## src/design/frontEnd_settings.svh

```systemverilog
`ifndef FRONTEND_SETTINGS_SVH
`define FRONTEND_SETTINGS_SVH

// Data and address width
`define FE_XLEN 32

// ROB index width
`define FE_ROB_WIDTH 4

// Instruction queue entries
`define FE_QUEUE_DEPTH 2

`define FE_RESET_PC 32'h0000_0000

`endif

```

## src/design/isaPkg.sv

```systemverilog
`include "frontEnd_settings.svh"

package isaPkg;

  // Major opcodes kept by this front end
  typedef enum logic [6:0] {
    opLui   = 7'b0110111,
    opAuipc = 7'b0010111,
    opImm   = 7'b0010011,
    opReg   = 7'b0110011,
    opLoad  = 7'b0000011,
    opStore = 7'b0100011
  } opcodeT;

  // funct3 of OP and OP-IMM
  localparam logic [2:0] f3AddSub = 3'b000;
  localparam logic [2:0] f3Sll    = 3'b001;
  localparam logic [2:0] f3Slt    = 3'b010;
  localparam logic [2:0] f3Sltu   = 3'b011;
  localparam logic [2:0] f3Xor    = 3'b100;
  localparam logic [2:0] f3Shr    = 3'b101; // SRL or SRA by funct7
  localparam logic [2:0] f3Or     = 3'b110;
  localparam logic [2:0] f3And    = 3'b111;

  // funct3 of LOAD and STORE
  localparam logic [2:0] f3Byte  = 3'b000;
  localparam logic [2:0] f3Half  = 3'b001;
  localparam logic [2:0] f3Word  = 3'b010;
  localparam logic [2:0] f3ByteU = 3'b100;
  localparam logic [2:0] f3HalfU = 3'b101;

  typedef struct packed {
    logic [`FE_XLEN-1:0] word; // Raw instruction
    logic [`FE_XLEN-1:0] addr; // Address it was fetched from
  } fetchedInstrT;

endpackage

```

## src/design/dispatchPkg.sv

```systemverilog
`include "frontEnd_settings.svh"

package dispatchPkg;

  typedef enum logic [3:0] {
    aluAdd  = 4'b0000,
    aluSub  = 4'b0001,
    aluXor  = 4'b0010,
    aluOr   = 4'b0011,
    aluAnd  = 4'b0100,
    aluSll  = 4'b0101,
    aluSrl  = 4'b0110,
    aluSra  = 4'b0111,
    aluSlt  = 4'b1010,
    aluSltu = 4'b1011
  } aluOpT;

  typedef enum logic [2:0] {
    memByte  = 3'b000,
    memHalf  = 3'b001,
    memWord  = 3'b010,
    memByteU = 3'b011,
    memHalfU = 3'b100
  } memOpT;

  typedef enum logic [1:0] {
    robRegWrite = 2'b00,
    robMemWrite = 2'b10
  } robTypeT;

  typedef struct packed {
    logic [`FE_ROB_WIDTH-1:0] index;
    robTypeT                  entryType;
    logic                     ready;     // Value already known at dispatch
    logic [`FE_XLEN-1:0]      value;
    logic [4:0]               dest;
  } robEntryT;

  typedef struct packed {
    aluOpT                    op;
    logic [`FE_ROB_WIDTH-1:0] robIndex;
    logic [`FE_XLEN-1:0]      val1;
    logic                     hasDep1;
    logic [`FE_ROB_WIDTH-1:0] dep1;
    logic [`FE_XLEN-1:0]      val2;
    logic                     hasDep2;
    logic [`FE_ROB_WIDTH-1:0] dep2;
  } rsEntryT;

  typedef struct packed {
    logic                     readWrite; // High for a load
    logic [`FE_ROB_WIDTH-1:0] robId;
    logic                     hasDep;    // Base still waiting on a ROB entry
    logic [`FE_XLEN-1:0]      base;
    logic [`FE_ROB_WIDTH-1:0] depId;
    logic [`FE_XLEN-1:0]      offset;
    logic [4:0]               target;
    memOpT                    op;
  } lsbEntryT;

  typedef struct packed {
    logic                     dirty;
    logic [`FE_ROB_WIDTH-1:0] dependency;
    logic [`FE_XLEN-1:0]      value;
  } regReadT;

  typedef struct packed {
    logic                     update;
    logic [`FE_ROB_WIDTH-1:0] robIndex;
    logic [`FE_XLEN-1:0]      value;
  } resultBusT;

  typedef struct packed {
    logic [4:0]               dest;
    logic [`FE_ROB_WIDTH-1:0] robId;
  } rfUpdateT;

endpackage

```

## src/design/fetchUnit.sv

```systemverilog
`timescale 1ns/1ps
`include "frontEnd_settings.svh"

module fetchUnit
  import isaPkg::*;
(
  input  logic                clockIn,
  input  logic                reset,
  input  logic                readyIn,
  input  logic                clearIn,
  input  logic [`FE_XLEN-1:0] newPc,        // Redirect target, valid with clearIn
  input  logic                instrInValid,
  input  logic [`FE_XLEN-1:0] instrIn,      // Cache word at fetchPc
  input  logic                queueFull,
  output logic [`FE_XLEN-1:0] fetchPc,
  output logic                push,
  output fetchedInstrT        pushEntry
);

  logic [`FE_XLEN-1:0] pc;

  // Take the cache word only when the queue has room and no redirect is under way
  assign push      = readyIn && instrInValid && !queueFull && !clearIn;
  assign pushEntry = '{word: instrIn, addr: pc};
  assign fetchPc   = pc;

  always_ff @(posedge clockIn) begin
    if (reset) begin
      pc <= `FE_RESET_PC;
    end else if (clearIn) begin
      pc <= newPc;
    end else if (push) begin
      pc <= pc + `FE_XLEN'(4); // Next sequential word
    end
  end

  pcAligned: assert property (
    @(posedge clockIn) disable iff (reset)
    fetchPc[1:0] == 2'b00
  ) else $error("fetchPc not word aligned");

endmodule

```

## src/design/instrQueue.sv

```systemverilog
`timescale 1ns/1ps
`include "frontEnd_settings.svh"

module instrQueue
  import isaPkg::*;
(
  input  logic         clockIn,
  input  logic         reset,
  input  logic         clearIn,
  input  logic         push,
  input  fetchedInstrT pushEntry,
  input  logic         pop,
  output logic         full,
  output logic         empty,
  output fetchedInstrT head
);

  localparam int PtrWidth   = $clog2(`FE_QUEUE_DEPTH);
  localparam int CountWidth = $clog2(`FE_QUEUE_DEPTH + 1);

  fetchedInstrT          entries [`FE_QUEUE_DEPTH];
  logic [PtrWidth-1:0]   readPtr;
  logic [PtrWidth-1:0]   writePtr;
  logic [CountWidth-1:0] count;
  logic                  doPush;
  logic                  doPop;

  assign full   = count == CountWidth'(`FE_QUEUE_DEPTH);
  assign empty  = count == '0;
  assign head   = entries[readPtr];
  assign doPush = push && !full;
  assign doPop  = pop && !empty;

  // Write side of the circular buffer
  always_ff @(posedge clockIn) begin
    if (doPush) begin
      entries[writePtr] <= pushEntry;
    end
  end

  always_ff @(posedge clockIn) begin
    if (reset || clearIn) begin
      readPtr  <= '0;
      writePtr <= '0;
      count    <= '0;
    end else begin
      if (doPush) begin
        writePtr <= (writePtr == PtrWidth'(`FE_QUEUE_DEPTH - 1)) ? '0 : writePtr + 1'b1;
      end
      if (doPop) begin
        readPtr <= (readPtr == PtrWidth'(`FE_QUEUE_DEPTH - 1)) ? '0 : readPtr + 1'b1;
      end
      case ({doPush, doPop})
        2'b10:   count <= count + 1'b1;
        2'b01:   count <= count - 1'b1;
        default: count <= count; // Both or neither
      endcase
    end
  end

  noPushWhenFull: assert property (
    @(posedge clockIn) disable iff (reset) push |-> !full
  ) else $error("Push into a full instruction queue");

  noPopWhenEmpty: assert property (
    @(posedge clockIn) disable iff (reset) pop |-> !empty
  ) else $error("Pop from an empty instruction queue");

endmodule

```

## src/design/issueUnit.sv

```systemverilog
`timescale 1ns/1ps
`include "frontEnd_settings.svh"

module issueUnit
  import isaPkg::*, dispatchPkg::*;
(
  input  logic                     clockIn,
  input  logic                     reset,
  input  logic                     readyIn,
  input  logic                     clearIn,
  input  logic                     empty,
  input  fetchedInstrT             head,
  output logic                     pop,
  output logic [4:0]               rs1Index,
  output logic [4:0]               rs2Index,
  input  regReadT                  rs1Read,
  input  regReadT                  rs2Read,
  input  resultBusT                rsResult,
  input  resultBusT                lsbResult,
  input  logic [`FE_ROB_WIDTH-1:0] robNext,
  input  logic                     robFull,
  input  logic                     rsFull,
  input  logic                     lsbFull,
  output robEntryT                 robAdd,
  output logic                     robAddValid,
  output rsEntryT                  rsAdd,
  output logic                     rsAddValid,
  output lsbEntryT                 lsbAdd,
  output logic                     lsbAddValid,
  output rfUpdateT                 rfUpdate,
  output logic                     rfUpdateValid
);

  // Clean register, else RS broadcast, else LSB broadcast, else keep the dependency
  function automatic regReadT resolveOperand(regReadT port, resultBusT rsBus,
                                             resultBusT lsbBus);
    regReadT result;
    result = port;
    if (port.dirty) begin
      if (rsBus.update && rsBus.robIndex == port.dependency) begin
        result.dirty = 1'b0;
        result.value = rsBus.value;
      end else if (lsbBus.update && lsbBus.robIndex == port.dependency) begin
        result.dirty = 1'b0;
        result.value = lsbBus.value;
      end else begin
        result.value = '0;
      end
    end
    return result;
  endfunction

  opcodeT              opcode;
  logic [4:0]          rd;
  logic [2:0]          funct3;
  logic                altFunct;  // funct7 bit 5, SUB and SRA
  logic [`FE_XLEN-1:0] signedImm;
  logic [`FE_XLEN-1:0] unsignedImm;
  logic [`FE_XLEN-1:0] upperImm;
  logic [`FE_XLEN-1:0] shiftImm;
  logic [`FE_XLEN-1:0] storeImm;
  regReadT             src1;
  regReadT             src2;
  logic                isUpper;
  logic                needRs;
  logic                needLsb;
  logic                known;
  logic                roomOk;
  aluOpT               aluOp;
  memOpT               memOp;
  robEntryT            robEntryD;
  rsEntryT             rsEntryD;
  lsbEntryT            lsbEntryD;

  assign opcode      = opcodeT'(head.word[6:0]);
  assign rd          = head.word[11:7];
  assign funct3      = head.word[14:12];
  assign altFunct    = head.word[30];
  assign rs1Index    = head.word[19:15];
  assign rs2Index    = head.word[24:20];
  assign signedImm   = {{20{head.word[31]}}, head.word[31:20]};
  assign unsignedImm = {20'b0, head.word[31:20]};
  assign upperImm    = {head.word[31:12], 12'b0};
  assign shiftImm    = {27'b0, head.word[24:20]};
  assign storeImm    = {{20{head.word[31]}}, head.word[31:25], head.word[11:7]};
  assign src1        = resolveOperand(rs1Read, rsResult, lsbResult);
  assign src2        = resolveOperand(rs2Read, rsResult, lsbResult);

  assign isUpper = opcode inside {opLui, opAuipc};
  assign needRs  = opcode inside {opImm, opReg};
  assign needLsb = opcode inside {opLoad, opStore};
  assign known   = isUpper || needRs || needLsb;
  assign roomOk  = !known || (!robFull && !(needRs && rsFull) && !(needLsb && lsbFull));
  assign pop     = readyIn && !empty && !clearIn && roomOk; // Unknown words just drain

  always_comb begin
    case (funct3)
      f3AddSub: aluOp = (opcode == opReg && altFunct) ? aluSub : aluAdd;
      f3Sll:    aluOp = aluSll;
      f3Slt:    aluOp = aluSlt;
      f3Sltu:   aluOp = aluSltu;
      f3Xor:    aluOp = aluXor;
      f3Shr:    aluOp = altFunct ? aluSra : aluSrl;
      f3Or:     aluOp = aluOr;
      default:  aluOp = aluAnd;
    endcase
    case (funct3)
      f3Byte:  memOp = memByte;
      f3Half:  memOp = memHalf;
      f3ByteU: memOp = memByteU;
      f3HalfU: memOp = memHalfU;
      default: memOp = memWord;
    endcase
  end

  always_comb begin
    robEntryD = '{index: robNext, entryType: robRegWrite, ready: isUpper, value: '0, dest: rd};
    if (opcode == opLui) begin
      robEntryD.value = upperImm;
    end else if (opcode == opAuipc) begin
      robEntryD.value = head.addr + upperImm;
    end else if (opcode == opStore) begin
      robEntryD.entryType = robMemWrite;
      robEntryD.dest      = '0; // Stores write no register
    end

    rsEntryD = '{op: aluOp, robIndex: robNext, val1: src1.value, hasDep1: src1.dirty,
                 dep1: src1.dependency, val2: src2.value, hasDep2: src2.dirty,
                 dep2: src2.dependency};
    if (opcode == opImm) begin
      rsEntryD.hasDep2 = 1'b0;
      rsEntryD.dep2    = '0;
      if (funct3 == f3Sll || funct3 == f3Shr) begin
        rsEntryD.val2 = shiftImm;
      end else if (funct3 == f3Sltu) begin
        rsEntryD.val2 = unsignedImm;
      end else begin
        rsEntryD.val2 = signedImm;
      end
    end

    lsbEntryD = '{readWrite: opcode == opLoad, robId: robNext, hasDep: src1.dirty,
                  base: src1.value, depId: src1.dependency,
                  offset: (opcode == opStore) ? storeImm : signedImm,
                  target: (opcode == opStore) ? rs2Index : rd, op: memOp};
  end

  always_ff @(posedge clockIn) begin
    if (reset || clearIn) begin
      robAddValid   <= 1'b0;
      rsAddValid    <= 1'b0;
      lsbAddValid   <= 1'b0;
      rfUpdateValid <= 1'b0;
    end else begin
      robAddValid   <= pop && known && !(isUpper && rd == 5'd0);
      rsAddValid    <= pop && needRs;
      lsbAddValid   <= pop && needLsb;
      rfUpdateValid <= pop && known && opcode != opStore && rd != 5'd0;
    end
  end

  // Payload only moves on a pop
  always_ff @(posedge clockIn) begin
    if (pop) begin
      robAdd   <= robEntryD;
      rsAdd    <= rsEntryD;
      lsbAdd   <= lsbEntryD;
      rfUpdate <= '{dest: rd, robId: robNext};
    end
  end

  oneExecTarget: assert property (
    @(posedge clockIn) disable iff (reset) !(rsAddValid && lsbAddValid)
  ) else $error("Instruction dispatched to both RS and LSB");

endmodule

```

## src/design/frontEnd.sv

```systemverilog
`timescale 1ns/1ps
`include "frontEnd_settings.svh"

module frontEnd
  import isaPkg::*, dispatchPkg::*;
(
  input  logic                     clockIn,
  input  logic                     reset,
  input  logic                     readyIn,
  input  logic                     clearIn,
  input  logic [`FE_XLEN-1:0]      newPc,
  input  logic                     instrInValid,
  input  logic [`FE_XLEN-1:0]      instrIn,
  output logic [`FE_XLEN-1:0]      fetchPc,
  output logic [4:0]               rs1Index,
  output logic [4:0]               rs2Index,
  input  regReadT                  rs1Read,
  input  regReadT                  rs2Read,
  input  resultBusT                rsResult,
  input  resultBusT                lsbResult,
  input  logic [`FE_ROB_WIDTH-1:0] robNext,
  input  logic                     robFull,
  input  logic                     rsFull,
  input  logic                     lsbFull,
  output robEntryT                 robAdd,
  output logic                     robAddValid,
  output rsEntryT                  rsAdd,
  output logic                     rsAddValid,
  output lsbEntryT                 lsbAdd,
  output logic                     lsbAddValid,
  output rfUpdateT                 rfUpdate,
  output logic                     rfUpdateValid
);

  logic         push;       // Fetch into queue
  fetchedInstrT pushEntry;
  logic         queueFull;
  logic         queueEmpty;
  fetchedInstrT head;       // Oldest queued instruction
  logic         pop;

  fetchUnit i_fetchUnit (.*);

  instrQueue i_instrQueue (
    .full  (queueFull),
    .empty (queueEmpty),
    .*
  );

  issueUnit i_issueUnit (
    .empty (queueEmpty),
    .*
  );

endmodule

```

## config.mk

```make
export PLATFORM = sky130hd
export DESIGN_NAME = frontEnd
export DESIGN_NICKNAME = d
export VERILOG_FILES = /design/src/design/isaPkg.sv /design/src/design/dispatchPkg.sv /design/src/design/fetchUnit.sv /design/src/design/instrQueue.sv /design/src/design/issueUnit.sv /design/src/design/frontEnd.sv
export VERILOG_INCLUDE_DIRS = /design/src /design/src/design
export SDC_FILE = /design/constraint.sdc
export NUM_CORES = 1
export LEC_CHECK = 0
export BUFFER_PORTS_ARGS = -buffer_cell sky130_fd_sc_hd__buf_4
export CAP_MARGIN = 5
export CORE_AREA = 2 2 192 194
export DETAILED_ROUTE_END_ITERATION = 10
export DIE_AREA = 0 0 194 196
export GPL_ROUTABILITY_DRIVEN = 0
export PLACE_DENSITY = 0.75
export REMOVE_ABC_BUFFERS = 1
export SKIP_LAST_GASP = 1
export SLEW_MARGIN = 40
export SYNTH_ARGS = -nofsm -noshare
export SYNTH_HDL_FRONTEND = slang
export SYNTH_HIERARCHICAL = 1
export SYNTH_SLANG_ARGS = --single-unit
```

## constraint.sdc

```tcl
create_clock -name clockIn -period 11.32 [get_ports clockIn]
set_input_delay 3.396 -clock clockIn [delete_from_list [all_inputs] [get_ports clockIn]]
set_output_delay 3.396 -clock clockIn [all_outputs]
set_load 0.05 [all_outputs]
```

Yosys cells after proc, flatten, opt, wreduce, memory -nomap -nowiden
Memory sizes are Yosys's and may differ from the RTL's. A register that Yosys moved wholly into a read port is not among the register bits.
Index checks and enable logic that the tools add are counted.

word-level totals
  register bits after elaboration = 188
  memory bits (writable) = 128
  bits of input ports = 224
  output and inout port bits = 263
  word-level logic and storage cells = 140
  memories kept = 1

memories
  memory                depth  width  rd ports  clocked after Yosys merged registers in  wr ports  line              text
  i_instrQueue.entries  2      64     1         1                                        1         instrQueue.sv:21  fetchedInstrT entries [`FE_QUEUE_DEPTH];

cells by class
  add/sub/neg operators = 6
  equality and inequality tests = 20
  multiplexer cells = 34
  bitwise gates (word level) = 3
  reductions and logical operators = 50

operators by type and width
  cell                   count
  $mux 32                12
  $mux 37                1
  $add 32x3->32 const B  1
  $add 32x32->32         1
  $pmux 4 s7             1
  $mux 5                 5
  $logic_and 1x1->1      24
  $eq 7x6->1 const B     3
  $eq 4x4->1             4
  $eq 7x5->1 const B     2
  $mux 1                 12
  $pmux 3 s4             1
  $reduce_bool 2->1      5
  $eq 3x3->1 const B     3
  $logic_not 1->1        8
  $eq 7x2->1 const B     1
  $ne 7x6->1 const B     1
  $eq 3x2->1 const B     2
  $reduce_or 2->1        3
  $logic_not 5->1        1
  $logic_or 1x1->1       5
  $reduce_bool 5->1      1
  $eq 2x2->1 const B     2
  $pmux 2 s2             1
  other kinds (10)       13

Depth between registers and ports, before layout
Gate-level depths: netlist of run 1.

  word-level depth = 11
  gate-level depth with buffers = 14
  mapped depth without buffers = 12

By module
Netlist of run 1, hierarchy kept.

by module, submodules not included
  module      instances  cells each  area each (µm²)  seq. area each (µm²)
  issueUnit   1          846         8478.1           4494.3
  instrQueue  1          226         4829.6           3943.8
  fetchUnit   1          310         2484.9           640.6

Worst setup path before layout of run 1
OpenSTA, ideal clock, no wires.

  path type = input to register
  from = input port rsFull
  to = register i_instrQueue.count[1]
  library setup time = 70 ps
  data arrival time = 7847 ps
  required time = 11250 ps
  setup slack = 3403 ps
  cell stages on the path = 8
  buffers on the path = 0
  path through = mux2_2 o21ai_0 nand3_1 inv_1 o21a_1 ha_1 or3_1 a21oi_1

on the way
  longest elaborated chain between the ends = 9
  elaborated cells on any way between the ends = 11
  classes of those cells = eq/ne (2); mux (1); reduce/logical (8)

ends and longest elaborated chain
  element                                          line              text
  start, declared                                  frontEnd.sv:23    input logic rsFull,
  $logic_and 1x1->1 (*)                            issueUnit.sv:93   assign roomOk = !known || (!robFull && !(needRs && rsFull) && !(needLsb && lsbFull));
  $logic_not 1->1 (*)                              issueUnit.sv:93
  $logic_and 1x1->1 (*) (2 in a row)               issueUnit.sv:93
  $logic_or 1x1->1 (*)                             issueUnit.sv:93
  $logic_and 1x1->1 (*)                            issueUnit.sv:94   assign pop = readyIn && !empty && !clearIn && roomOk;
  named net pop                                    frontEnd.sv:40    logic pop;
  $logic_and 1x1->1 (*)                            instrQueue.sv:32  assign doPop = pop && !empty;
  named net i_instrQueue.doPop                     instrQueue.sv:26  logic doPop;
  $eq 2x1->1 or $eq 2x2->1 (tied branches)         instrQueue.sv:53  case ({doPush, doPop})
  $pmux 2 s2 or $reduce_bool 2->1 (tied branches)  --
  end signal, assigned                             instrQueue.sv:54  2'b10: count <= count + 1'b1;
  end signal, assigned                             instrQueue.sv:55  2'b01: count <= count - 1'b1;
  end signal, assigned                             instrQueue.sv:56  default: count <= count;
  end, declared                                    instrQueue.sv:24  logic [CountWidth-1:0] count;

Mark *: on every way through the listed nets, which the timed path passes. The rest lies on a longest branch.
A chain may end at the register's enable or synchronous reset.

==> key figures, run 1 <==
Routing
  – Drt drc: 0
  – Iter 0 DRT Violations: 1,058
  – Post-Route WL: 51,500 µm
  – ANT nets after route: 0
  – DR vias: 12,600
  – Routed WL per cell: 23.4 µm
  – Vias/cell: 5.71
  – Drt first pass iters: 5

GRT
  – GRT met1 Usage: 33.1%
  – Vias in the first global route: 12,000
  – Grt met3 use: 5.36%
  – Met2 usage: 43.5%
  – Initial antenna violation count: 4
  – First-pass GRT wire length: 75,000 µm
  – Busiest layer in global routing: met2
  – Gr usage total: 25.9%
  – Pin count of the biggest net entering global routing: 80
  – Gr ovfl total: 0

Synth
  – Synth async-reset ratio: 0%
  – Post-synthesis simple-gate area fraction: 11.9%
  – Most frequent cell after synthesis: edfxtp_1
  – Compound-Gate Fraction of Synth Area: 12.1%
  – Mux cell area share after synthesis: 4.95%
  – Synth Instances: 1,382
  – Post-synth EDFFs: 275
  – Area of the mapped netlist: 0.0158 mm²
  – Top post-synthesis cells by area: edfxtp_1, buf_4, dfxtp_1, mux2_2, nand2_1
  – Synthesis-stage register bit count: 316
  – Largest family of logic cells by synthesized area: compound AO/OA/AOI/OAI gates
  – Adder-Cell Fraction of Synth Area: 1.79%
  – Synth cell types: 72
  – Synth Flop Type: edfxtp_1
  – Synth Warn #: 6
  – Seq/Total Area, Yosys: 57.5%
  – Syn Area/Cell: 11.4 µm²
  – Yosys top cell by area: edfxtp_1
  – Xor-xnor portion of the synthesized cell area: 2.33%
  – Synth top area share: 52.3%
  – Synth cell count leaders: edfxtp_1, buf_4, nand2_1

Die
  – Num rows: 70
  – CORE AREA: 0.0361 mm²
  – Die extent in y: 196 µm
  – Die span in x: 194 µm
  – Die ar.: 0.0380 mm²
  – I/O pins: 487
  – Effective utilization at floorplan: 43.8%

Place
  – Port buffer count: 485
  – Placed cell area: 0.0188 mm²
  – Final HPWL DP: 37,800 µm
  – Cells after DPL: 2,131

Outcome
  – Status: complete, no violations

Worst setup path
  – Worst Reg-to-Reg Cells: 11
  – Critical path arrival: 2.15 ns
  – Setup CP Type: reg -> out
  – Required time worst endpoint: 7.92 ns
  – Critical path peak fanout: 38
  – Startpoint types: flip-flop
  – CP Capture Type: output port

Cells and area
  – Filler cells: 3,042
  – Finished Cell Area: 0.0200 mm²
  – Post-layout nets: 1,949
  – Area Overhead vs Synth: 26.4%
  – Share of layout cells above drive strength 1: 37.6%
  – Post-route insts no fill: 2,203

Clocking
  – CTS Root Cell: clkbuf_16
  – H-tree Lvls: 2
  – Post-CTS sizing: 0
  – Clock-pin slew on the worst setup and hold paths: 0.06 ns
  – Worst skew pair latency: 0.53 ns
  – # Post-CTS Setup Buffers: 0
  – Clock Tree Buf Depth: 3
  – CTS Sinks: 316
  – CTS tree: built
  – Hold Buf Count CTS: 0
  – CTS buffer count: 36

STA
  – Slew headroom: 49.1%
  – Slew @ Worst Pin: 0.764 ns
  – Slew Viols, Final: 0
  – Final hold vios: 0
  – Worst Skew: 0.0161 ns
  – Max frequency: 180 MHz
  – RSZ-0062 raised after global routing: no
  – Final setup vio count: 0
  – Tcrit/Tclk final: 49.0%
  – Final setup TNS: 0 ns
  – Fin crit period: 5.55 ns

Power
  – Worst VDD drop: 78.6 µV
  – Leak Pwr: 7.92 nW
  – Pwr/cell area: 135 mW/mm²

Hold path
  – Hold path cells: 0
  – Type of the worst min-delay path: reg -> reg

Job
  – MaxCap Viol Count: 0
-- sequential cells by signal, indices dropped and copies added, names as in the netlist, 2 cells and up, named ones only --
name	cells
i_fetchUnit/fetchPc	32
i_instrQueue/count	2
i_instrQueue/entries	128
i_issueUnit/lsbAdd	58
i_issueUnit/rfUpdate	9
i_issueUnit/robAdd	39
i_issueUnit/rsAdd	41
-- where the power goes --
group          switching (mW)  total [mW]  internal, mW
registers              0.0225        1.31          1.29
logic                   0.157       0.270         0.112
clock network           0.475        1.11         0.639
total                   0.655        2.69          2.04
-- path summary, 6_finish.rpt --
check / startpoint / to / slack, ns
worst max-delay path: flip-flop / rs2Index[4] / 5.77
worst min-delay path: i_fetchUnit/fetchPc[1] / i_instrQueue/entries[0][1] / 0.49
worst max register to register: flip-flop / i_issueUnit/robAdd[33] / 7.37
worst min register to register: i_fetchUnit/fetchPc[1] / i_instrQueue/entries[0][1] / 0.49
-- stage by stage --
stage	setup WS [ns]	util, %	power, mW	hold WS, ns
3_3_place_gp	5.19	51.9	1.59	0.475
2_1_floorplan	1.27	-	1.46	0.456
5_1_grt	5.68	55.3	2.77	0.497
3_5_place_dp	5.45	52.0	1.60	0.467
6_report	5.77	55.3	2.69	0.494
4_1_cts	5.73	55.1	2.71	0.487
-- cell usage in the layout, fill, tap and decap left out, types with 7 or more instances in the layout --
cell type,instances
buf_4,490
edfxtp_1,275
nand2_1,137
nor2_1,96
a21oi_1,92
o21ai_0,87
mux2_2,65
dfxtp_1,40
clkbuf_16,37
a22oi_1,32
nand3_1,23
xnor2_1,22
a211oi_1,22
ha_1,21
xor2_1,20
and3_1,17
inv_1,17
nor3_1,16
and2_1,15
a21o_1,14
nand4_1,13
o21ai_1,11
or3_1,10
clkinv_2,9
and4_1,9
a311oi_1,9
clkbuf_1,7
-- worst max-delay path: stages, from the launching register on --
cell and delay (ns):
dfxtp_4 0.62, buf_12 0.29, mux2_2 0.47, buf_4 0.22
-- per-layer routing --
layer / share of wire (%) / wire [µm] / up-vias
met4: 3.8 / 1980 / 0
met2: 49 / 25100 / 775
met3: 9.6 / 4940 / 117
met1: 38 / 19500 / 6090
met5: 0 / 0 / -
li1: - / - / 5602
-- cell type report --
class / instances / area, µm² / area share, %
antenna: 4 / 10.0 / 0.0502
clock buffer: 49 / 1020 / 5.12
clock inverter: 17 / 109 / 0.545
inverter: 22 / 87.6 / 0.439
multi-input combinational: 832 / 5300 / 26.6
sequential: 316 / 9080 / 45.5
tap: 468 / 586 / 2.93
timing repair buffer: 495 / 3760 / 18.8
-- logic make-up after synthesis --
| family | Yosys count |
|---|---|
| DFF | 316 |
| adders and majority gates | 22 |
| AOI/OAI and AO/OA | 311 |
| muxes | 70 |
| other | 1 |
| buffers and inverters | 234 |
| and+or+nand+nor | 386 |
| xor gates and xnor gates | 42 |
No activity file was read; power rests on OpenSTA's default activity.
==> run 2, diff against run 1 <==
--- a/config.mk
+++ b/config.mk
@@ -6,13 +6,14 @@
 export SDC_FILE = /design/constraint.sdc
 export NUM_CORES = 1
 export LEC_CHECK = 0
+export ABC_AREA = 1
 export BUFFER_PORTS_ARGS = -buffer_cell sky130_fd_sc_hd__buf_4
 export CAP_MARGIN = 5
-export CORE_AREA = 2 2 192 194
+export CORE_AREA = 2 2 188 190
 export DETAILED_ROUTE_END_ITERATION = 10
-export DIE_AREA = 0 0 194 196
+export DIE_AREA = 0 0 190 192
 export GPL_ROUTABILITY_DRIVEN = 0
-export PLACE_DENSITY = 0.75
+export PLACE_DENSITY = 0.82
 export REMOVE_ABC_BUFFERS = 1
 export SKIP_LAST_GASP = 1
 export SLEW_MARGIN = 40
==> constraint.sdc (replaced) <==
create_clock -name clockIn -period 5.6 [get_ports clockIn]
set_input_delay 1.68 -clock clockIn [delete_from_list [all_inputs] [get_ports clockIn]]
set_output_delay 1.68 -clock clockIn [all_outputs]
set_load 0.05 [all_outputs]
==> run 2 against run 1 <==
Net effect: global-route usage up 3.6 points; critical path depth down 1; die area is 4.1% lower; non-clock buffer count grew 2.
==> key figures, run 2 <==
Outcome
  – Status: complete, no violations

Synth
  – Synth Flop Type: edfxtp_1
  – Area of the mapped netlist: 0.0171 mm² (+8.1%)
  – Top post-synthesis cells by area: edfxtp_1, nand2_1, buf_4, nor2_1, mux2_4
  – Seq/Total Area, Yosys: 53.2% (-4.3 points)
  – Most frequent cell after synthesis: nand2_1
  – Synth Warn #: 6 (unchanged)
  – Synthesis-stage register bit count: 316 (unchanged)
  – Syn Area/Cell: 9.35 µm² (-18%)
  – Synth top area share: 48.4% (-3.9 points)
  – Synth Instances: 1,825 (+32%)
  – Yosys top cell by area: edfxtp_1
  – Synth cell types: 43 (-40%)
  – Post-synth EDFFs: 275 (unchanged)
  – Synth cell count leaders: nand2_1, edfxtp_1, nor2_1
  – Synth async-reset ratio: 0% (unchanged)

Routing
  – Vias/cell: 5.40 (-5.4%)
  – Post-Route WL: 55,800 µm (+8.3%)
  – Iter 0 DRT Violations: 1,258 (+19%)
  – Drt first pass iters: 7 (+2)
  – DR vias: 14,300 (+14%)
  – Routed WL per cell: 21.1 µm (-9.9%)
  – Drt drc: 0 (unchanged)
  – ANT nets after route: 0 (unchanged)

Hold path
  – Type of the worst min-delay path: reg -> reg
  – Hold path cells: 2 (+2)
  – HP Start: i_instrQueue/count[1]
  – Worst Hold Path EP: i_instrQueue/count[1]

Power
  – Worst VDD drop: 240 µV (+210%)
  – Pwr Total: 5.36 mW (+99%)
  – Pwr/cell area: 254 mW/mm² (+89%)
  – Leak Pwr: 9.16 nW (+16%)

STA
  – Slew @ Worst Pin: 0.829 ns (+0.0652 ns)
  – Worst Skew: 0.0168 ns (+0.000643 ns)
  – RSZ-0062 raised after global routing: no
  – Max frequency: 267 MHz
  – Tcrit/Tclk final: 66.9%
  – Hold slack: 0.488 ns (-0.00584 ns)
  – Fin crit period: 3.75 ns
  – Slew Viols, Final: 0 (unchanged)
  – Final setup vio count: 0 (unchanged)
  – Slew headroom: 44.7% (-4.4 points)
  – Final hold vios: 0 (unchanged)

Clocking
  – # Post-CTS Setup Buffers: 0 (unchanged)
  – Worst skew pair latency: 0.53 ns (about the same)
  – H-tree Lvls: 2 (unchanged)
  – CTS Sinks: 316 (unchanged)
  – CTS buffer count: 34 (-5.6%)
  – CTS Root Cell: clkbuf_16
  – Hold Buf Count CTS: 0 (unchanged)
  – Post-CTS sizing: 0 (unchanged)
  – Clock Tree Buf Depth: 3 (unchanged)
  – Clock-pin slew on the worst setup and hold paths: 0.06 ns (about the same)
  – CTS tree: built

Worst setup path
  – Worst path max stage delay: 0.85 ns (+0.23 ns)
  – Critical path arrival: 2.07 ns (-0.08 ns)
  – Startpoint types: flip-flop
  – CP max stage cell: dfxtp_4
  – CP Capture Type: output port
  – Setup CP Type: reg -> out
  – Reg-to-reg setup timing slack: 1.94 ns (-5.43 ns)
  – Critical path peak fanout: 41 (+7.9%)
  – Required time worst endpoint: 3.92 ns (-4.00 ns)
  – Crit path cell chain: mux2_4 -> buf_4
  – Worst Reg-to-Reg Cells: 11 (unchanged)
  – Reg2reg end: i_issueUnit/lsbAdd[63]

Die
  – Die span in x: 190 µm (-2.1%)
  – CORE AREA: 0.0343 mm² (-5.0%)
  – Die extent in y: 192 µm (-2.0%)
  – Die ar.: 0.0365 mm² (-4.1%)
  – Effective utilization at floorplan: 49.8% (+6.0 points)
  – I/O pins: 487 (unchanged)
  – Num rows: 68 (-2.9%)

Cells and area
  – Flip-flop count of the largest register after layout: 128 (unchanged)
  – Finished Cell Area: 0.0211 mm² (+5.7%)
  – Final core occ: 61.5% (+6.2 points)
  – Area Overhead vs Synth: 23.6%
  – Area of the multi-input gates: 0.00595 mm² (+12%)
  – Top reg by flops: i_instrQueue/entries
  – Post-route insts no fill: 2,646 (+20%)
  – Share of layout cells above drive strength 1: 30.1% (-7.4 points)
  – Commonest non-fill, non-tap cell in the layout: buf_4
  – Register Area: 0.00908 mm² (unchanged)
  – Filler cells: 2,771 (-8.9%)
  – Commonest non-fill, non-tap cells in the layout: buf_4, nand2_1, edfxtp_1
  – Post-layout nets: 2,400 (+23%)
  – Biggest regs: i_instrQueue/entries: 128 flops, i_issueUnit/lsbAdd: 58 flops, i_issueUnit/rsAdd: 41 flops

GRT
  – Pin count of the biggest net entering global routing: 65 (-19%)
  – Gr ovfl total: 0 (unchanged)
  – First-pass GRT wire length: 81,200 µm (+8.2%)
  – Initial antenna violation count: 14 (+10)
  – Vias in the first global route: 13,700 (+14%)
  – Gr usage total: 29.5% (+3.6 points)

Place
  – Final HPWL DP: 41,600 µm (+10%)
  – Cells after DPL: 2,571 (+21%)
  – Port buffer count: 485 (unchanged)
  – Placed cell area: 0.0200 mm² (+6.4%)

Job
  – MaxCap Viol Count: 0 (unchanged)
[run 2: critical path: cells and delay by family (launching register included)]
kind,cells,cell delay [ns]
buffers and inverters,1,0.22
muxes,1,0.45
DFF,1,0.85
[run 2: per-layer routing]
metal  vias to the layer above  track usage [%]  wire length [µm]
met5                         -                0                32
met4                         6             15.6              2640
met3                       137             6.50              5470
met2                       884             49.3             27300
met1                      6696             35.9             20400
li1                       6572                -                 -
[run 2: how the worst max path moves through the flow]
stage	start	endpoint	slack (ns)
finish	flip-flop	rs2Index[0]	1.85
global route	flip-flop	i_instrQueue/count[1]	1.70
CTS	flip-flop	rs2Index[0]	1.82
detailed placement	clearIn	i_issueUnit/lsbAdd[63]	1.66
global placement	clearIn	i_issueUnit/lsbAdd[57]	1.72
floorplan	i_issueUnit/lsbAdd[19]	lsbAdd[19]	-2.74
[run 2: per-stage QoR]
| step | TNS, ns | setup slack [ns] |
|---|---|---|
| after floorplan | -327.65 | -2.74 |
| after global placement | 0 | 1.72 |
| after detailed placement | 0 | 1.66 |
| after CTS | 0 | 1.82 |
| after global routing | 0 | 1.70 |
| final | 0 | 1.85 |
[run 2: layout make-up]
class	count	area share [%]
sequential	316	43.1
multi-input combinational	1134	28.2
timing repair buffer	497	17.8
clock buffer	49	4.44
inverter	171	3.07
tap	455	2.70
clock inverter	12	0.629
antenna	12	0.142
[run 2: cells by family (layout without fill, tap and decap cells)]
kind of cell	Yosys count	after routing	synth area share (%)
and+or+nand+nor	833	833	20.3
buffers and inverters	375	729	12.2
DFF	316	316	53.2
AOI/OAI and AO/OA	197	197	6.19
muxes	64	64	5.54
adders and majority gates	22	22	1.66
xor gates and xnor gates	17	17	0.872
other	1	13	0.0220
[run 2: where the power goes]
| part | switching (mW) | internal, mW | total [mW] |
|---|---|---|---|
| clock | 0.918 | 1.23 | 2.15 |
| combinational | 0.347 | 0.234 | 0.581 |
| sequential | 0.0393 | 2.59 | 2.63 |
| total | 1.30 | 4.06 | 5.36 |
==> run 3, diff against run 2 <==
--- a/config.mk
+++ b/config.mk
@@ -6,14 +6,14 @@
 export SDC_FILE = /design/constraint.sdc
 export NUM_CORES = 1
 export LEC_CHECK = 0
-export ABC_AREA = 1
+export ABC_AREA = 0
 export BUFFER_PORTS_ARGS = -buffer_cell sky130_fd_sc_hd__buf_4
 export CAP_MARGIN = 5
-export CORE_AREA = 2 2 188 190
+export CORE_AREA = 2 2 187 189
 export DETAILED_ROUTE_END_ITERATION = 10
-export DIE_AREA = 0 0 190 192
+export DIE_AREA = 0 0 189 191
 export GPL_ROUTABILITY_DRIVEN = 0
-export PLACE_DENSITY = 0.82
+export PLACE_DENSITY = 0.81
 export REMOVE_ABC_BUFFERS = 1
 export SKIP_LAST_GASP = 1
 export SLEW_MARGIN = 40
==> constraint.sdc (replaced) <==
create_clock -name clockIn -period 3.1 [get_ports clockIn]
set_input_delay 0.93 -clock clockIn [delete_from_list [all_inputs] [get_ports clockIn]]
set_output_delay 0.93 -clock clockIn [all_outputs]
set_load 0.05 [all_outputs]
==> run 3 against run 2 <==
Net effect: the flow now finishes with violations (negative setup slack); clock skew decreased by 0.00054 ns; non-clock buffer count increased by 48; setup slack got worse by 1.9 ns; global-route usage decreased by 1.9 points; combinational power increased by 76%; power increased by 85%; flip-flop and latch count unchanged; clock power increased by 93%; register-to-register slack got worse by 2.0 ns; sequential share of layout area increased by 1.5 points; die area decreased by 1.0%.
==> key figures, run 3 (same netlist as run 1, synthesis figures left out) <==
Cells and area
  – Top reg by flops: i_instrQueue/entries
  – Area Overhead vs Synth: 29.1%
  – Register Area: 0.00908 mm² (unchanged)
  – Flip-flop count of the largest register after layout: 128 (unchanged)
  – Biggest regs: i_instrQueue/entries: 128 flops, i_issueUnit/lsbAdd: 58 flops, i_issueUnit/rsAdd: 41 flops
  – Commonest non-fill, non-tap cell in the layout: buf_4
  – Post-layout nets: 1,997 (-17%)
  – Final core occ: 59.7% (-1.8 points)
  – Commonest non-fill, non-tap cells in the layout: buf_4, edfxtp_1, nand2_1
  – Filler cells: 2,705 (-2.4%)
  – Share of layout cells above drive strength 1: 39.2% (+9.1 points)
  – Area of the multi-input gates: 0.00530 mm² (-11%)
  – Finished Cell Area: 0.0204 mm² (-3.4%)
  – Post-route insts no fill: 2,233 (-16%)

Clocking
  – H-tree Lvls: 2 (unchanged)
  – CTS tree: built
  – CTS Sinks: 316 (unchanged)
  – Clock-pin slew on the worst setup and hold paths: 0.06 ns (about the same)
  – Clock Tree Buf Depth: 3 (unchanged)
  – Worst skew pair latency: 0.53 ns (about the same)
  – CTS buffer count: 34 (unchanged)
  – CTS Root Cell: clkbuf_16

Worst setup path
  – Worst Setup EP: i_issueUnit/robAdd[34]
  – Worst Reg-to-Reg Cells: 11 (unchanged)
  – Reg2reg end: i_issueUnit/robAdd[34]
  – Critical path arrival: 3.51 ns (+1.44 ns)
  – Critical path peak fanout: 21 (-49%)
  – Required time worst endpoint: 3.46 ns (-0.46 ns)
  – Reg-to-reg setup timing slack: -0.04 ns (-1.98 ns)
  – Setup CP Type: reg -> reg
  – Startpoint types: flip-flop
  – CP Capture Type: flip-flop

STA
  – Tcrit/Tclk final: 101%
  – Worst Skew: 0.0162 ns (-0.000542 ns)
  – Slew @ Worst Pin: 0.714 ns (-0.114 ns)
  – Fin crit period: 3.14 ns
  – Slew headroom: 52.4% (+7.7 points)
  – Setup ws final: -0.0441 ns (-1.90 ns)
  – Final hold vios: 0 (unchanged)
  – Slew Viols, Final: 0 (unchanged)
  – Max frequency: 318 MHz
  – Final setup vio count: 1 (+1)

Job
  – MaxCap Viol Count: 0 (unchanged)

Die
  – Num rows: 68 (unchanged)
  – Die ar.: 0.0361 mm² (-1.0%)
  – Effective utilization at floorplan: 46.3% (-3.5 points)
  – Die extent in y: 191 µm (-0.52%)
  – I/O pins: 487 (unchanged)
  – Die span in x: 189 µm (-0.53%)
  – CORE AREA: 0.0341 mm² (-0.50%)

GRT
  – First-pass GRT wire length: 75,300 µm (-7.3%)
  – Pin count of the biggest net entering global routing: 66 (+1.5%)
  – Initial antenna violation count: 4 (-10)
  – Gr ovfl total: 0 (unchanged)
  – Gr usage total: 27.6% (-1.9 points)
  – Vias in the first global route: 12,400 (-9.6%)

Place
  – Pre-CTS setup slack: 0.0251 ns (-1.63 ns)
  – Cells after DPL: 2,168 (-16%)
  – Placed cell area: 0.0192 mm² (-3.8%)
  – Port buffer count: 485 (unchanged)
  – Final HPWL DP: 39,100 µm (-6.0%)

Routing
  – Drt drc: 0 (unchanged)
  – Vias/cell: 5.79 (+7.2%)
  – DR vias: 12,900 (-9.6%)
  – Post-Route WL: 52,900 µm (-5.3%)
  – Routed WL per cell: 23.7 µm (+12%)
  – Drt first pass iters: 6 (-1)
  – Iter 0 DRT Violations: 1,182 (-6.0%)
  – ANT nets after route: 0 (unchanged)

Power
  – Cell Int Power: 7.56 mW (+86%)
  – Net Sw Power: 2.37 mW (+82%)
  – Seq pwr share: 48.1% (-1.0 points)
  – Pwr Total: 9.94 mW (+85%)
  – Logic pwr share: 10.3% (-0.5 points)
  – Worst VDD drop: 325 µV (+35%)
  – Leak Pwr: 8.15 nW (-11%)
  – Sw frac: 23.9% (-0.43 points)
  – Pwr/cell area: 487 mW/mm² (+92%)
  – Clock Power Share: 41.7% (+1.6 points)

Hold path
  – Type of the worst min-delay path: reg -> reg
  – Hold path cells: 0 (-2)

Outcome
  – Status: finished with violations
  – Failing checks: negative setup slack
run 3: power groups by stage:
stage,logic (mW),registers [mW],clock network [mW]
finish,1.02,4.77,4.14
global route,1.08,4.78,4.34
CTS,1.00,4.77,4.19
detailed placement,0.996,4.86,0
global placement,0.975,4.86,0
floorplan,0.346,4.98,0
run 3: final cells by class:
| type | instances | area share (%) |
|---|---|---|
| diodes | 2 | 0.0246 |
| clock buffers | 43 | 4.49 |
| clock inverters | 18 | 1.00 |
| inverters | 22 | 0.430 |
| multi-input cells | 832 | 26.0 |
| flip-flops and latches | 316 | 44.6 |
| well taps | 455 | 2.79 |
| repair buffers | 545 | 20.7 |
run 3: worst min-delay path by stage:
| stage | start | endpoint | slack, ns |
|---|---|---|---|
| CTS | i_fetchUnit/fetchPc[1] | i_instrQueue/entries[1][1] | 0.50 |
| detailed placement | i_fetchUnit/fetchPc[1] | i_instrQueue/entries[0][1] | 0.49 |
| global placement | i_instrQueue/writePtr | i_instrQueue/writePtr | 0.47 |
| finish | i_fetchUnit/fetchPc[0] | i_instrQueue/entries[1][0] | 0.52 |
| global route | i_fetchUnit/fetchPc[1] | i_instrQueue/entries[1][1] | 0.51 |
| floorplan | i_instrQueue/writePtr | i_instrQueue/writePtr | 0.46 |
run 3: per-stage QoR:
| stage | hold slack (ns) | setup TNS, ns |
|---|---|---|
| final | 0.515 | -0.0441 |
| after global routing | 0.508 | -0.300 |
| after CTS | 0.500 | 0 |
| after detailed placement | 0.488 | 0 |
| after global placement | 0.472 | 0 |
| after floorplan | 0.456 | -653.32 |
run 3: critical path, cell delays in order (launching register included):
cell      delay [ns]
dfxtp_4         0.39
buf_6           0.18
buf_12          0.19
mux2_2          0.39
ha_1            0.32
o21ai_0         0.36
o221ai_1        0.17
a21o_1          0.23
a221oi_2        0.34
xnor2_1         0.17
nand2_1         0.07
a21oi_1         0.14
run 3: repair_timing:
action / 4_1_cts / 5_1_grt
setup endpoints to repair: 1 / 23
gates resized for setup: 0 / 13
buffers inserted: 1 / 0
hold buffers: 0 / 0
pin swaps: 2 / 7
run 3: layer usage:
| layer | up-vias | share of wire [%] | global-route usage [%] | routed length, µm |
|---|---|---|---|---|
| li1 | 5696 | - | - | - |
| met1 | 6275 | 36 | 32.9 | 19100 |
| met2 | 805 | 50 | 47.8 | 26200 |
| met3 | 146 | 10 | 7.45 | 5370 |
| met4 | 6 | 4.0 | 10.0 | 2130 |
| met5 | - | 0.078 | 0 | 41 |
